**src/design/inert_cfg.svh**
```systemverilog
`ifndef INERT_CFG_SVH
`define INERT_CFG_SVH

//////////////////////////////////////////////////
// Timing of the sensor link.
//////////////////////////////////////////////////
`define BOOT_WAIT_BITS 8    // Boot timer width. Silicon wants 16, simulation runs with 8.
`define SCLK_DIV_BITS 2     // SCLK toggles each time this many divider bits wrap.

//////////////////////////////////////////////////
// Heading integration.
//////////////////////////////////////////////////
`define CAL_SAMPLES_LOG2 3  // Calibration averages 2**3 samples.
`define IR_CORR 512         // Accumulator nudge per guardrail hit.

// Selects accumulator bits [HEAD_SHIFT+11:HEAD_SHIFT] as the heading.
`define HEAD_SHIFT 8

`endif

```
**src/design/inert_pkg.sv**
```systemverilog
package inert_pkg;

  //////////////////////////////////////////////////
  // Sequencer states.
  //////////////////////////////////////////////////
  typedef enum logic [2:0] {
    BOOT,       // Waiting for the sensor to finish booting.
    CFG_RATE,   // Interrupt-enable frame in flight, rate/range word goes next.
    CFG_ROUND,  // Rate/range frame in flight, rounding word goes next.
    INT_WAIT,   // Idle until the sensor reports a new sample.
    READ_H,     // Yaw high-byte read in flight.
    READ_L      // Yaw low-byte read in flight.
  } seq_state_t;

  //////////////////////////////////////////////////
  // Data words.
  //////////////////////////////////////////////////
  typedef logic [15:0] spi_word_t;         // One full SPI frame, command or response.
  typedef logic signed [15:0] yaw_rate_t;  // Raw Z-axis gyro reading.

  // Zero is the original direction and full scale is half a turn.
  typedef logic signed [11:0] heading_t;

endpackage

```
**src/design/spi_bus_if.sv**
```systemverilog
`timescale 1ns/1ps

interface spi_bus_if import inert_pkg::*; ();

  logic      snd;   // One-cycle request to start a frame.
  spi_word_t cmd;   // Word to shift out, valid with snd.
  logic      done;  // Level, high while the master is idle with a finished frame.
  spi_word_t resp;  // Word shifted in, valid while done is high.

  // The sequencer side issues frames.
  modport seq (
    output snd,
    output cmd,
    input  done,
    input  resp
  );

  // The master side runs them.
  modport mstr (
    input  snd,
    input  cmd,
    output done,
    output resp
  );

endinterface

```
**src/design/spi_mnrch.sv**
```systemverilog
`timescale 1ns/1ps
`include "inert_cfg.svh"

module spi_mnrch import inert_pkg::*; (
  input  logic       clk,
  input  logic       rst_n,
  spi_bus_if.mstr    bus,
  output logic       SS_n,
  output logic       SCLK,
  output logic       MOSI,
  input  logic       MISO
);

  typedef enum logic [1:0] {IDLE, FRONT, SHIFT, BACK} mstr_state_t;

  mstr_state_t               state;      // Frame sequencing state.
  logic [`SCLK_DIV_BITS-1:0] div_cnt;    // SCLK half-period divider.
  logic                      div_wrap;   // Divider is about to roll over.
  logic [3:0]                bit_cnt;    // Falling edges seen in this frame.
  spi_word_t                 shft;       // Shared transmit and receive shift register.
  logic                      miso_smpl;  // MISO captured on the SCLK rising edge.

  assign div_wrap = &div_cnt;            // One wrap per SCLK half period.
  assign MOSI     = shft[15];            // MSB goes out first.
  assign bus.resp = shft;                // Holds the received word once the frame ends.

  //////////////////////////////////////////////////
  // Frame control.
  //////////////////////////////////////////////////
  always_ff @(posedge clk, negedge rst_n) begin
    if (!rst_n) begin
      state    <= IDLE;
      SS_n     <= 1'b1;                  // Sensor deselected out of reset.
      SCLK     <= 1'b0;                  // Mode 0 idles low.
      bus.done <= 1'b0;                  // No frame has finished yet.
      div_cnt  <= '0;
      bit_cnt  <= '0;
    end else begin
      case (state)
        IDLE: begin
          div_cnt <= '0;                 // Start every frame at a fresh half period.
          bit_cnt <= '0;
          if (bus.snd) begin
            SS_n     <= 1'b0;            // Select drops in the cycle after snd.
            bus.done <= 1'b0;
            state    <= FRONT;
          end
        end
        FRONT: begin
          div_cnt <= div_cnt + 1'b1;     // MOSI settles for one half period before SCLK rises.
          if (div_wrap)
            state <= SHIFT;
        end
        SHIFT: begin
          div_cnt <= div_cnt + 1'b1;
          if (div_wrap) begin
            SCLK <= ~SCLK;               // Toggle on each wrap.
            if (SCLK) begin              // This wrap is a falling edge.
              bit_cnt <= bit_cnt + 1'b1;
              if (&bit_cnt)
                state <= BACK;           // Sixteenth fall ends the data phase.
            end
          end
        end
        default: begin                   // Back porch is one cycle long.
          SS_n     <= 1'b1;
          bus.done <= 1'b1;              // Rises together with SS_n.
          state    <= IDLE;
        end
      endcase
    end
  end

  //////////////////////////////////////////////////
  // Data path.
  //////////////////////////////////////////////////
  always_ff @(posedge clk) begin
    if (state == IDLE && bus.snd)
      shft <= bus.cmd;                   // Load the outgoing word.
    else if (state == SHIFT && div_wrap && !SCLK)
      miso_smpl <= MISO;                 // Sample as SCLK rises.
    else if (state == SHIFT && div_wrap && SCLK)
      shft <= {shft[14:0], miso_smpl};   // Shift as SCLK falls, next MOSI bit appears.
  end

endmodule

```
**src/design/inert_seq.sv**
```systemverilog
`timescale 1ns/1ps
`include "inert_cfg.svh"

module inert_seq import inert_pkg::*; (
  input  logic      clk,
  input  logic      rst_n,
  input  logic      INT,
  spi_bus_if.seq    bus,
  output logic      vld,
  output yaw_rate_t yaw_rt
);

  // Configuration words, written once after boot.
  localparam spi_word_t CMD_INT_EN = 16'h0D02;  // Data-ready interrupt on INT1.
  localparam spi_word_t CMD_RATE   = 16'h1160;  // Gyro at 416 Hz, 250 deg/s range.
  localparam spi_word_t CMD_ROUND  = 16'h1440;  // Rounding on for gyro outputs.

  // Yaw register reads, the read flag is bit 15.
  localparam spi_word_t CMD_YAW_H  = 16'hA700;  // Z-axis rate, high byte.
  localparam spi_word_t CMD_YAW_L  = 16'hA600;  // Z-axis rate, low byte.

  seq_state_t                 state;      // Current state.
  seq_state_t                 nxt_state;  // Next state.
  logic [`BOOT_WAIT_BITS-1:0] boot_tmr;   // Free-running boot timer.
  logic                       boot_full;  // Timer sits at all ones.
  logic                       int_meta;   // First synchronizer stage.
  logic                       int_sync;   // INT in the clk domain.
  logic                       cap_h;      // Latch the high byte this cycle.
  logic                       cap_l;      // Assemble the full sample this cycle.
  logic                       set_vld;    // vld goes high next cycle.
  logic [7:0]                 high_byte;  // High byte held until the low byte arrives.

  //////////////////////////////////////////////////
  // Boot timer and interrupt synchronizer.
  //////////////////////////////////////////////////
  always_ff @(posedge clk, negedge rst_n) begin
    if (!rst_n)
      boot_tmr <= '0;
    else
      boot_tmr <= boot_tmr + 1'b1;        // Only the BOOT state looks at it.
  end

  assign boot_full = &boot_tmr;           // First reached 2**N-1 cycles after reset.

  always_ff @(posedge clk, negedge rst_n) begin
    if (!rst_n) begin
      int_meta <= 1'b0;
      int_sync <= 1'b0;
    end else begin
      int_meta <= INT;                    // May go metastable.
      int_sync <= int_meta;               // Safe to use two cycles after INT rises.
    end
  end

  //////////////////////////////////////////////////
  // Sample capture and vld.
  //////////////////////////////////////////////////
  always_ff @(posedge clk) begin
    if (cap_h)
      high_byte <= bus.resp[7:0];         // Only the low byte of a read response is data.
    if (cap_l)
      yaw_rt <= {high_byte, bus.resp[7:0]};
  end

  always_ff @(posedge clk, negedge rst_n) begin
    if (!rst_n)
      vld <= 1'b0;
    else
      vld <= set_vld;                     // Lines up with the new yaw_rt.
  end

  //////////////////////////////////////////////////
  // State machine.
  //////////////////////////////////////////////////
  always_ff @(posedge clk, negedge rst_n) begin
    if (!rst_n)
      state <= BOOT;
    else
      state <= nxt_state;
  end

  always_comb begin
    nxt_state = state;                    // Hold by default.
    bus.snd   = 1'b0;
    bus.cmd   = CMD_INT_EN;
    cap_h     = 1'b0;
    cap_l     = 1'b0;
    set_vld   = 1'b0;
    case (state)
      BOOT: begin
        bus.cmd = CMD_INT_EN;
        if (boot_full) begin              // Sensor has had time to come up.
          bus.snd   = 1'b1;
          nxt_state = CFG_RATE;
        end
      end
      CFG_RATE: begin
        bus.cmd = CMD_RATE;
        if (bus.done) begin
          bus.snd   = 1'b1;
          nxt_state = CFG_ROUND;
        end
      end
      CFG_ROUND: begin
        bus.cmd = CMD_ROUND;
        if (bus.done) begin
          bus.snd   = 1'b1;
          nxt_state = INT_WAIT;
        end
      end
      INT_WAIT: begin
        bus.cmd = CMD_YAW_H;
        // The sensor drops INT once it sees the low-byte read, long before that frame ends.
        if (int_sync && bus.done) begin
          bus.snd   = 1'b1;
          nxt_state = READ_H;
        end
      end
      READ_H: begin
        bus.cmd = CMD_YAW_L;
        if (bus.done) begin
          cap_h     = 1'b1;               // High byte is in resp now.
          bus.snd   = 1'b1;               // Low-byte read goes out at once.
          nxt_state = READ_L;
        end
      end
      READ_L: begin
        bus.cmd = CMD_YAW_L;
        if (bus.done) begin
          cap_l     = 1'b1;
          set_vld   = 1'b1;
          nxt_state = INT_WAIT;
        end
      end
      default: nxt_state = BOOT;
    endcase
  end

endmodule

```
**src/design/yaw_integrator.sv**
```systemverilog
`timescale 1ns/1ps
`include "inert_cfg.svh"

module yaw_integrator import inert_pkg::*; (
  input  logic      clk,
  input  logic      rst_n,
  input  logic      strt_cal,
  input  logic      vld,
  input  yaw_rate_t yaw_rt,
  input  logic      moving,
  input  logic      lftIR,
  input  logic      rghtIR,
  output logic      cal_done,
  output logic      rdy,
  output heading_t  heading
);

  localparam int CAL_W = `CAL_SAMPLES_LOG2;         // Averaging depth as a power of two.
  localparam int HS    = `HEAD_SHIFT;               // Accumulator to heading scaling.
  localparam logic signed [23:0] IR_STEP = 24'(`IR_CORR);

  logic                     cal_busy;     // Calibration window is open.
  logic [CAL_W-1:0]         cal_cnt;      // Samples taken in this window.
  logic                     cal_last;     // This vld closes the window.
  logic signed [15+CAL_W:0] cal_sum;      // Running sum of calibration samples.
  logic signed [15+CAL_W:0] cal_sum_nxt;  // Sum including the current sample.
  yaw_rate_t                offset;       // Gyro zero-rate bias.
  logic signed [16:0]       rate_corr;    // Bias-free rate, one bit wider so it cannot wrap.
  logic signed [23:0]       rate_term;    // Rate contribution, gated by moving.
  logic signed [23:0]       ir_term;      // Guardrail contribution.
  logic signed [23:0]       acc;          // Integrated heading at full precision.
  logic signed [23:0]       acc_nxt;      // Accumulator after the current sample.

  //////////////////////////////////////////////////
  // Datapath.
  //////////////////////////////////////////////////
  assign cal_last    = &cal_cnt;                    // Last of 2**CAL_W samples.
  assign cal_sum_nxt = cal_sum + {{CAL_W{yaw_rt[15]}}, yaw_rt};

  assign rate_corr = {yaw_rt[15], yaw_rt} - {offset[15], offset};
  assign rate_term = moving ? {{7{rate_corr[16]}}, rate_corr} : '0;  // Stationary holds.

  // Left pushes one way, right the other, both together cancel.
  assign ir_term = (lftIR ? IR_STEP : '0) - (rghtIR ? IR_STEP : '0);

  assign acc_nxt = acc + rate_term + ir_term;

  //////////////////////////////////////////////////
  // Calibration and integration registers.
  //////////////////////////////////////////////////
  always_ff @(posedge clk, negedge rst_n) begin
    if (!rst_n) begin
      cal_busy <= 1'b0;
      cal_cnt  <= '0;
      cal_sum  <= '0;
      offset   <= '0;                               // Uncalibrated until strt_cal.
      acc      <= '0;
      heading  <= '0;
      rdy      <= 1'b0;
      cal_done <= 1'b0;
    end else begin
      rdy      <= 1'b0;                             // Both are single-cycle pulses.
      cal_done <= 1'b0;
      if (strt_cal) begin                           // A sample landing in this cycle is dropped.
        cal_busy <= 1'b1;
        cal_cnt  <= '0;
        cal_sum  <= '0;
      end else if (vld && cal_busy) begin
        cal_cnt <= cal_cnt + 1'b1;
        cal_sum <= cal_sum_nxt;
        if (cal_last) begin
          cal_busy <= 1'b0;
          offset   <= cal_sum_nxt[15+CAL_W:CAL_W];  // Arithmetic shift gives the mean.
          acc      <= '0;                           // New reference direction.
          heading  <= '0;
          cal_done <= 1'b1;
        end
      end else if (vld) begin
        acc     <= acc_nxt;
        heading <= acc_nxt[HS+11:HS];               // Shifted and truncated to 12 bits.
        rdy     <= 1'b1;                            // Heading and rdy land together.
      end
    end
  end

endmodule

```
**src/design/inert_top.sv**
```systemverilog
`timescale 1ns/1ps

module inert_top import inert_pkg::*; (
  input  logic     clk,
  input  logic     rst_n,
  input  logic     strt_cal,  // Opens a calibration window.
  input  logic     moving,    // Integrate the rate only while driving.
  input  logic     lftIR,     // Left guardrail hit.
  input  logic     rghtIR,    // Right guardrail hit.
  input  logic     MISO,
  input  logic     INT,       // Sensor data-ready, asynchronous.
  output logic     SS_n,
  output logic     SCLK,
  output logic     MOSI,
  output logic     cal_done,
  output logic     rdy,
  output heading_t heading
);

  spi_bus_if spi_bus ();      // Sequencer to SPI master link.
  logic      vld;             // New yaw sample strobe.
  yaw_rate_t yaw_rt;          // Latest yaw sample.

  inert_seq u_seq (
    .clk    (clk),
    .rst_n  (rst_n),
    .INT    (INT),
    .bus    (spi_bus.seq),
    .vld    (vld),
    .yaw_rt (yaw_rt)
  );

  spi_mnrch u_spi (.clk(clk), .rst_n(rst_n), .bus(spi_bus.mstr),
                   .SS_n(SS_n), .SCLK(SCLK), .MOSI(MOSI), .MISO(MISO));

  yaw_integrator u_integ (
    .clk(clk), .rst_n(rst_n),
    .strt_cal (strt_cal),
    .vld      (vld),
    .yaw_rt   (yaw_rt),
    .moving   (moving),
    .lftIR    (lftIR),
    .rghtIR   (rghtIR),
    .cal_done (cal_done),
    .rdy      (rdy),
    .heading  (heading)
  );

endmodule

```
**config.mk**
```make
export PLATFORM = sky130hd
export DESIGN_NAME = inert_top
export DESIGN_NICKNAME = d
export VERILOG_FILES = /design/src/design/inert_pkg.sv /design/src/design/spi_bus_if.sv /design/src/design/spi_mnrch.sv /design/src/design/inert_seq.sv /design/src/design/yaw_integrator.sv /design/src/design/inert_top.sv
export VERILOG_INCLUDE_DIRS = /design/src /design/src/design
export SDC_FILE = /design/constraint.sdc
export NUM_CORES = 1
export LEC_CHECK = 0
export BUFFER_PORTS_ARGS = -buffer_cell sky130_fd_sc_hd__buf_4
export CAP_MARGIN = 15
export CORE_MARGIN = 2
export CORE_UTILIZATION = 55
export CTS_BUF_LIST = sky130_fd_sc_hd__clkbuf_4 sky130_fd_sc_hd__clkbuf_8
export DETAILED_ROUTE_END_ITERATION = 6
export HOLD_SLACK_MARGIN = 0.15
export PLACE_DENSITY = 0.78
export SYNTH_ARGS = -nofsm -noshare
export SYNTH_HDL_FRONTEND = slang
export SYNTH_SLANG_ARGS = --single-unit
export TNS_END_PERCENT = 50
```
**constraint.sdc**
```tcl
create_clock -name clk -period 8.5 [get_ports clk]
set_input_delay 1.7 -clock clk [delete_from_list [all_inputs] [get_ports clk]]
set_output_delay 1.7 -clock clk [all_outputs]
set_load 0.02 [all_outputs]
```
Word-level counts from Yosys, hierarchy flattened:

Index checks and enable logic that the tools add are counted.

* output and inout port bits: 17
* bits in writable memories: 0
* register bits after elaboration: 143
* bits in read-only memories: 0
* memories kept: 0
* bits in latches: 0

* div/mod/pow operators: 0
* muxes and demuxes: 50
* equal/unequal tests: 19
* bitwise gates (word level): 4
* reduce and logical (&&, ||, !) cells: 33
* shifts and indexed selects: 0
* $add $sub $neg: 9
* $mul: 0
* $lt $le $gt $ge: 0

Operators by type and width (count)
* 2-to-1 mux 24 bit: 4
* one-hot mux 16 bit (4 select lines): 1
* adder 24 bit: 2
* 2-to-1 mux 16 bit: 3
* 2-to-1 mux 19 bit: 2
* 2-to-1 mux 12 bit: 3
* != test 2 x 1 -> 1 bit (second input constant): 12
* subtractor 24 bit: 1
* 2-to-1 mux 3 bit: 7
* 2-to-1 mux 10 bit: 2
* adder 19 bit: 1
* subtractor 16 x 16 -> 17 bit: 1
* 2-to-1 mux 1 bit: 15
* one-hot mux 3 bit (5 select lines): 1
* AND reduction 5 bit: 3
* AND reduction 3 bit: 4
* nonzero test 2 bit: 6
* 2-to-1 mux 2 bit: 5
* AND reduction 2 bit: 5
* adder 8 x 1 -> 8 bit (second input constant): 1
* 2-to-1 mux 4 bit: 2
* one-hot mux 4 bit (2 select lines): 1
* AND reduction 8 bit: 1
* == test 3 x 2 -> 1 bit (second input constant): 2
* 19 further kinds: 30

Logic depth before layout (Yosys ltp):

Gate-level depths: netlist of the first run.

* word-level depth: 6
* gate-level depth with buffers: 23

Modules after synthesis:

A second synthesis of the first run with hierarchy kept.

* cells, all modules: 833
* area total of the unflattened synthesis: 8379.3 µm²

By module, submodules not included
* yaw_integrator: cells each 633, seq. area each 1526.5 µm², instances 1, area an instance 5540.3 µm²
* inert_seq: cells each 100, seq. area each 1071.0 µm², instances 1, area an instance 1482.7 µm²
* spi_mnrch: cells each 100, seq. area each 787.0 µm², instances 1, area an instance 1356.3 µm²

Worst setup path before layout of the first run:

Ideal clock, no wire load.

* path type: input -> register
* start: in moving
* end: reg u_integ.acc[19]
* buffers on the path: 2
* arrival: 4.788 ns
* cell stages on the path: 15
* required time: 8.372 ns
* slack: 3.584 ns
* setup time: 0.128 ns
* cells stage by stage: clkbuf_1 clkbuf_1 nand2_1 ha_1 fa_1 inv_1 ha_1 and3_1 a221oi_1 o21a_1 o211ai_1 o41ai_1 xnor2_1 a21oi_1 o22ai_1

* longest elaborated chain between the ends: 5

Ends and longest elaborated chain
* start: declaration: line inert_top.sv:7 `input logic moving,`
* 2-to-1 mux 24 bit: line yaw_integrator.sv:41 `assign rate_term = moving ? {{7{rate_corr[16]}}, rate_corr} : '0;`
* adder 24 bit (2 in series): line yaw_integrator.sv:46 `assign acc_nxt = acc + rate_term + ir_term;`
* 2-to-1 mux 24 bit: line yaw_integrator.sv:78 `end else if (vld) begin`
* 2-to-1 mux 24 bit: line yaw_integrator.sv:68 `end else if (vld && cal_busy) begin`
* end signal: assignment: line yaw_integrator.sv:79 `acc <= acc_nxt;`
* end: declaration: line yaw_integrator.sv:31 `logic signed [23:0] acc;`

No other way between the ends. The select of a mux whose other input is x is not followed.
A chain may end at the register's enable or synchronous reset.

Worst setup path after layout of the first run:

* start: reg u_integ.offset[0]
* end: reg u_integ.acc[19]

* longest elaborated chain between the ends: 6

Ends and longest elaborated chain
* start: declaration: line yaw_integrator.sv:27 `yaw_rate_t offset;`
* start signal: assignment: line yaw_integrator.sv:73 `offset <= cal_sum_nxt[15+CAL_W:CAL_W];`
* subtractor 16 x 16 -> 17 bit: line yaw_integrator.sv:40 `assign rate_corr = {yaw_rt[15], yaw_rt} - {offset[15], offset};`
* 2-to-1 mux 24 bit: line yaw_integrator.sv:41
* adder 24 bit (2 in series): line yaw_integrator.sv:46
* 2-to-1 mux 24 bit: line yaw_integrator.sv:78
* 2-to-1 mux 24 bit: line yaw_integrator.sv:68

No other way between the ends. The select of a mux whose other input is x is not followed.

==> results by group, run 1 <==
Timing
  • Fin crit period: 4910 ps
  • Final slew viol count: 0
  • Fin Setup TNS: 0 ps
  • Final period utilization: 57.7%
  • Final setup vio count: 0
  • Measured slew at the worst slew-check pin: 986 ps
  • Clk_skew: 11.9 ps
  • Max frequency: 204 MHz
  • RSZ-0062 raised after global routing: no
  • Slew margin rel.: 34.1%
  • Fin. Hold Viols: 0
  • Setup slack after layout: 3590 ps
  • Hold WS: 374 ps

Logic synthesis
  • Count of unique library cells instantiated by Yosys: 65
  • Syn nets: 965
  • Area contributors post-synth: dfrtp_1, edfxtp_1, ha_1
  • Compound-cell area share of the yosys netlist: 18.1%
  • Synth Area in Adders: 15.7%
  • Syn_area_per_cell: 9.58 um^2
  • Most used DFF post-synth: dfrtp_1
  • Post-Synthesis Cells: 857
  • Yosys reg bits: 127
  • Post-Syn Area: 8210 um^2
  • Area leader, netlist: dfrtp_1
  • Post-synthesis simple-gate area fraction: 12.9%
  • Xor/xnor share of the synthesized area: 5.44%
  • Sequential area share after synthesis: 41.2%
  • Share of the synthesized area in the top cell type: 25.9%
  • Ys Warns: 0
  • Ys async rst share: 67.7%
  • Number of enable flip-flop cells after synthesis: 41
  • Main combinational cell family by area after synthesis: compound AO/OA/AOI/OAI gates
  • Multiplexer area fraction after synthesis: 0.274%

Die
  • Initial Utilization: 56.5%
  • Core area: 14500 um^2
  • Row count: 44
  • Ports: 25
  • Die H: 126 um
  • Die width: 126 um
  • DIE AREA: 15900 um^2

Critical path
  • Worst path arrival time: 5280 ps
  • Crit end category: flop
  • CP max-delay cell: or3b_2
  • Critical path depth in cells: 20
  • CP Launch Type: flop
  • Setup crit start: u_integ.offset[0]
  • Critical Path Max Stage Delay: 470 ps
  • Most used cell, CP: ha_1
  • Worst setup path end: u_integ.acc[19]
  • Crit path required time: 8880 ps
  • Buf/Inv on CP: 1
  • Reg2Reg Depth: 20
  • R2R Setup Slk: 3590 ps
  • Reg2Reg Capture Point: u_integ.acc[19]
  • Crit path kind: flop to flop
  • CP max FO: 5
  • Origin of the critical flop-to-flop path: u_integ.offset[0]
  • Largest delay share family, worst path: compound AO/OA/AOI/OAI gates
  • Sequence of cells on the critical path: ha_1 -> fa_1 -> nand2b_1 -> a21oi_1 -> o221a_2 -> o21ba_1 -> nor3_1 -> or3b_2 -> ha_1 -> inv_1 -> ha_1 -> ha_1 -> a21oi_1 -> o21ai_0 -> nand3_1 -> o211ai_1 -> o41ai_1 -> xnor2_1 -> a21oi_1 -> o22ai_1

Clock tree
  • Post_cts resized: 0
  • Clk sinks: 127
  • Post-CTS setup buffers: 0
  • Htree depth: 4
  • Clock Tree Buf Depth: 2
  • CTS tree: done
  • Skew-Pair Late Insertion Delay: 460 ps
  • Clk slew on worst S/H paths: 80 ps
  • Root Buffer: clkbuf_8
  • Num CTS Buffers: 17
  • Hold buffers post-CTS: 0

Place
  • Port buffer count: 24
  • RD Place Congestion: 0.887
  • Post-DP HPWL: 11600 um
  • Worst slack, placed: 3430 ps

Global route
  • Largest net degree at the start of global routing: 48
  • Gr usage total: 21.2%
  • Overflow after GRT: 0
  • Initial antenna violation count: 0
  • Vias in the first global route: 5797
  • First-pass GRT wire length: 27200 um

Flow run
  • Maxcap violations: 0

Power and ir drop
  • LEAKAGE: 4.18 nW
  • Power Density: 141 nW/um^2
  • VDD IR max: 0.119 mV

Worst hold path
  • Tightest Hold Check Type: flop to flop

Layout
  • Share of post-route cells with drive strength above 1: 8.49%
  • Most frequent cells in the layout: nand2_1, ha_1, inv_1
  • Most common cell after layout, fill and taps aside: nand2_1
  • Synth-to-Final Area Change: 8.19%
  • # diodes: 0
  • Layout net count: 978

Routing
  • Iter 0 DRT Violations: 404
  • Drt via density: 5.72
  • # DRC: 1
  • WL final: 16100 um
  • TritonRoute pass-1 iters: 7
  • Post-DR wirelength/cell: 15.1 um
  • Via total after detailed routing: 6104
  • Post-route ant nets: 0

Run status
  • Violated checks: design-rule violations
  • Status: complete, but fails checks
-- worst reg2reg max path: cells and delay by family, from the launching register on --
kind                     cells  cell delay (ps)
AO/OA/AOI/OAI                9             1810
adder cells (fa/ha/maj)      5             1530
AND/OR/NAND/NOR              4              840
flip-flops                   1              400
XOR/XNOR                     1              190
buffers and inverters        1               40
-- sequential cells by signal, indices dropped and copies added (netlist names), 2 cells and up --
name / count
u_integ.acc: 20
u_integ.cal_sum: 19
u_integ.offset: 16
u_seq.yaw_rt: 16
u_spi.bus.resp: 16
u_seq.boot_tmr: 8
u_seq.high_byte: 8
u_spi.bit_cnt: 4
u_integ.cal_cnt: 3
u_seq.state: 3
u_spi.div_cnt: 2
u_spi.state: 2
-- kinds of logic after synthesis --
kind of cell / count (synthesis)
flip-flops: 127
buffers and inverters: 126
AND/OR/NAND/NOR: 227
multiplexers: 2
adder cells (fa/ha/maj): 100
XOR/XNOR: 51
AO/OA/AOI/OAI: 224
-- cells in the mapped netlist, types with 3 or more instances --
master,count
dfrtp_1,85
o21ai_0,50
a21boi_0,3
or2_2,4
a22o_1,20
and3_1,4
o31ai_1,7
o21bai_1,7
nand4_1,3
nand3b_1,3
or3_1,4
nor2b_1,4
nor3_1,12
xnor2_1,40
nand2_1,106
ha_1,95
nand3_1,19
buf_4,12
xor2_1,11
inv_1,92
nor2_1,35
a211oi_1,7
a21o_1,21
and2_1,9
edfxtp_1,41
fa_1,5
a211o_1,4
clkbuf_1,21
o21a_1,12
nand2b_1,11
nor3b_1,3
a21oi_1,60
o211ai_1,5
-- stage by stage --
step,total power [mW],utilization [%],instance area (um^2),instances
finish,1.25,61.1,8880,1067
global route,1.30,61.1,8880,1067
CTS,1.27,61.1,8880,1067
detailed placement,0.719,58.3,8470,1035
global placement,0.718,58.3,8470,1035
floorplan,0.696,-,8210,857
-- area by class of cell --
type,instances,area (um^2)
Fill cell,1256,5660
Multi-Input combinational cell,604,4300
Sequential cell,127,3380
Inverter,92,345
Clock buffer,17,234
Tap cell,184,230
Timing Repair Buffer,28,210
Clock inverter,15,170
-- where the power goes --
part | internal (mW) | total (mW) | switching [mW]
logic | 0.0309 | 0.0784 | 0.0475
registers | 0.628 | 0.628 | 0.000317
clock network | 0.270 | 0.548 | 0.279
-- per-layer routing --
metal / GRT usage, % / vias up / wire length (um)
met2: 34.8 / 117 / 7770
met4: 5.82 / 0 / 201
met5: 0 / - / 0
li1: - / 3021 / -
met3: 4.97 / 18 / 548
met1: 28.3 / 2948 / 7590
-- how the worst min path moves through the flow --
stage	end	cells past startpoint	slack, ps	start
5_1_grt	u_seq.int_sync	0	390	u_seq.int_meta
3_5_place_dp	u_seq.int_sync	0	350	u_seq.int_meta
6_report	u_seq.int_sync	0	370	u_seq.int_meta
4_1_cts	u_seq.int_sync	0	380	u_seq.int_meta
2_1_floorplan	u_seq.int_sync	0	330	u_seq.int_meta
3_3_place_gp	u_seq.int_sync	0	340	u_seq.int_meta
(Power assumes the default switching activity.)
==> run 2, diff against run 1 <==
- ABC_AREA: default -> 1
- PLACE_DENSITY: 0.78 -> 0.81
- clock period: 8.5 -> 4.2 ns (I/O delays scaled with it)
==> run 2 against run 1 <==
The run now ends clean. Maximum frequency up 25%. Flip-flop and latch count stayed put. Combinational power grew 98%. First-iteration DRC count rose by 22%. Register-to-register slack got worse by 3300 ps. Sequential power up 100%. Core utilization fell by 0.38 points. Hold slack got worse by 17 ps. Sequential share of layout area down 1.2 points. Critical path type unchanged. Critical endpoint unchanged.
==> results by group, run 2 <==
Critical path
  • Buf/Inv on CP: 3 (+2)
  • CP max-delay cell: dfrtp_1
  • Crit path kind: flop to flop
  • Largest delay share family, worst path: adder cells
  • Worst path arrival time: 4260 ps (-1020 ps)
  • CP Launch Type: flop
  • Reg2Reg Depth: 25 (+25%)
  • Origin of the critical flop-to-flop path: u_integ.offset[0]
  • Most used cell, CP: nand2_1
  • R2R Setup Slk: 280 ps (-3310 ps)
  • Crit end category: flop
  • Crit path required time: 4540 ps (-4340 ps)
  • Critical Path Max Stage Delay: 380 ps (-90 ps)
  • CP max FO: 4 (-1)
  • Reg2Reg Capture Point: u_integ.acc[19]

Worst hold path
  • Hold endpoint: u_seq.int_sync
  • Hold Crit Start: u_seq.int_meta
  • Tightest Hold Check Type: flop to flop
  • Hold Crit Depth: 0 (unchanged)

Routing
  • Drt via density: 5.51 (-3.7%)
  • WL final: 18200 um (+13%)
  • Iter 0 DRT Violations: 491 (+22%)
  • Via total after detailed routing: 6913 (+13%)
  • TritonRoute pass-1 iters: 5 (-2)
  • # DRC: 0 (-1)
  • Post-DR wirelength/cell: 14.5 um (-3.9%)
  • Post-route ant nets: 0 (unchanged)

Logic synthesis
  • Count of unique library cells instantiated by Yosys: 48 (-26%)
  • Xor/xnor share of the synthesized area: 1.98% (-3.5 points)
  • Most used DFF post-synth: dfrtp_1
  • Yosys reg bits: 127 (unchanged)
  • Most instantiated cells after synthesis: nand2_1, inv_1, ha_1
  • Post-Syn Area: 8410 um^2 (+2.5%)
  • Sequential area share after synthesis: 40.2% (-0.99 points)
  • Ys async rst share: 67.7% (unchanged)
  • Area leader, netlist: dfrtp_1
  • Syn nets: 1135 (+18%)
  • Multiplexer area fraction after synthesis: 0% (-0.27 points)
  • Synth Area in Adders: 15.3% (-0.38 points)
  • Ys Warns: 0 (unchanged)
  • Post-Synthesis Cells: 1027 (+20%)
  • Share of the synthesized area in the top cell type: 25.3% (-0.62 points)
  • Number of enable flip-flop cells after synthesis: 41 (unchanged)
  • Syn_area_per_cell: 8.19 um^2 (-14%)
  • Main combinational cell family by area after synthesis: simple AND/OR/NAND/NOR gates
  • Post-synthesis simple-gate area fraction: 19.6% (+6.7 points)
  • Compound-cell area share of the yosys netlist: 13.5% (-4.6 points)
  • Area contributors post-synth: dfrtp_1, edfxtp_1, ha_1
  • Count leader, synth: nand2_1

Timing
  • Final slew viol count: 0 (unchanged)
  • Measured slew at the worst slew-check pin: 970 ps (-15.5 ps)
  • Setup slack after layout: 279 ps (-3310 ps)
  • Final setup vio count: 0 (unchanged)
  • Max frequency: 255 MHz (+25%)
  • Slew margin rel.: 35.3% (+1.2 points)
  • Fin. Hold Viols: 0 (unchanged)
  • Clk_skew: 14.0 ps (+2.04 ps)
  • Fin crit period: 3920 ps (-986 ps)
  • Final period utilization: 93.3% (+36 points)

Global route
  • Vias in the first global route: 6700 (+16%)
  • Largest net degree at the start of global routing: 75 (+56%)
  • Overflow after GRT: 0 (unchanged)
  • Initial antenna violation count: 0 (unchanged)
  • Gr usage total: 23.2% (+2.0 points)
  • First-pass GRT wire length: 30500 um (+12%)

Die
  • Row count: 45 (+2.3%)
  • Ports: 25 (unchanged)
  • Core area: 15100 um^2 (+3.8%)
  • Initial Utilization: 55.7% (-0.74 points)
  • Die width: 128 um (+1.2%)
  • Die H: 128 um (+1.2%)
  • DIE AREA: 16300 um^2 (+2.4%)

Clock tree
  • Num CTS Buffers: 17 (unchanged)
  • Clock Tree Buf Depth: 2 (unchanged)
  • Clk slew on worst S/H paths: 80 ps (about the same)
  • Hold buffers post-CTS: 0 (unchanged)
  • Post_cts resized: 0 (unchanged)
  • Htree depth: 4 (unchanged)
  • Post-CTS setup buffers: 0 (unchanged)
  • Clk sinks: 127 (unchanged)
  • Skew-Pair Late Insertion Delay: 450 ps (about the same)
  • CTS tree: done
  • Root Buffer: clkbuf_8

Place
  • Port buffer count: 24 (unchanged)
  • Post-DP HPWL: 13800 um (+20%)
  • Post-DP Area: 8730 um^2 (+3.0%)
  • Worst slack, placed: 248 ps (-3180 ps)
  • RD Place Congestion: 0.972 (+9.7%)
  • Placed insts: 1223 (+18%)

Layout
  • Final Cell Area: 9160 um^2 (+3.2%)
  • Most common cell after layout, fill and taps aside: nand2_1
  • Most frequent cells in the layout: nand2_1, inv_1, ha_1
  • Non-Filler Instances: 1255 (+18%)
  • Share of post-route cells with drive strength above 1: 9.00% (+0.50 points)
  • FF+latch area: 3380 um^2 (unchanged)
  • Largest Register: u_integ.acc
  • Layout net count: 1162 (+19%)
  • Max FFs per register: 20 (unchanged)
  • # diodes: 0 (unchanged)
  • Top Registers: u_integ.acc x20, u_integ.cal_sum x19
  • Synth-to-Final Area Change: 8.94%
  • Area taken by multi-input logic gates: 4290 um^2 (-0.41%)
  • Fillers: 1309 (+4.2%)

Flow run
  • Maxcap violations: 0 (unchanged)

Power and ir drop
  • Power Density: 271 nW/um^2 (+92%)
  • Tot Pwr: 2.48 mW (+98%)
  • LEAKAGE: 4.64 nW (+11%)
  • VDD IR max: 0.345 mV (+190%)

Run status
  • Status: completed
-- run 2: area by class of cell --
type                            count  area share, %
Clock buffer                       19           2.72
Clock inverter                     13           1.52
Tap cell                          188           2.57
Inverter                          169           6.92
Timing Repair Buffer               31           2.54
Multi-Input combinational cell    708           46.8
Sequential cell                   127           36.9
-- run 2: power by group --
part | switching [mW] | total [mW] | internal (mW)
combinational | 0.103 | 0.155 | 0.0516
sequential | 0.000298 | 1.27 | 1.27
clock | 0.513 | 1.05 | 0.542
total | 0.617 | 2.48 | 1.86
-- run 2: metal layers --
metal  track usage, %  vias up  routed length, um
met3             4.80       31                905
met4             6.98        0                391
met2             38.7      179               8630
li1                 -     3443                  -
met5                0        -                  0
met1             30.7     3260               8270
-- run 2: metrics by stage --
stage	hold WS, ps	util [%]	TNS (ps)
after detailed placement	342	57.9	0
after floorplan	331	-	0
after global placement	333	57.9	0
after CTS	359	60.4	0
final	356	60.7	0
after global routing	364	60.7	-35.0
-- run 2: cell families after synthesis --
kind of cell,after synthesis
compound gates,200
simple gates,389
fa+ha+maj,100
flops,127
buf+inv,192
xor+xnor,19
-- run 2: worst max path at each step --
stage          depth (start not counted)              start               to  slack [ps]
4_1_cts                               25  u_integ.offset[0]  u_integ.acc[19]         230
3_3_place_gp                          22  u_integ.offset[0]  u_integ.acc[13]         360
3_5_place_dp                          25  u_integ.offset[0]  u_integ.acc[19]         250
5_1_grt                               25  u_integ.offset[0]  u_integ.acc[19]         -30
6_report                              25  u_integ.offset[0]  u_integ.acc[19]         280
2_1_floorplan                         22  u_integ.offset[0]  u_integ.acc[17]         640
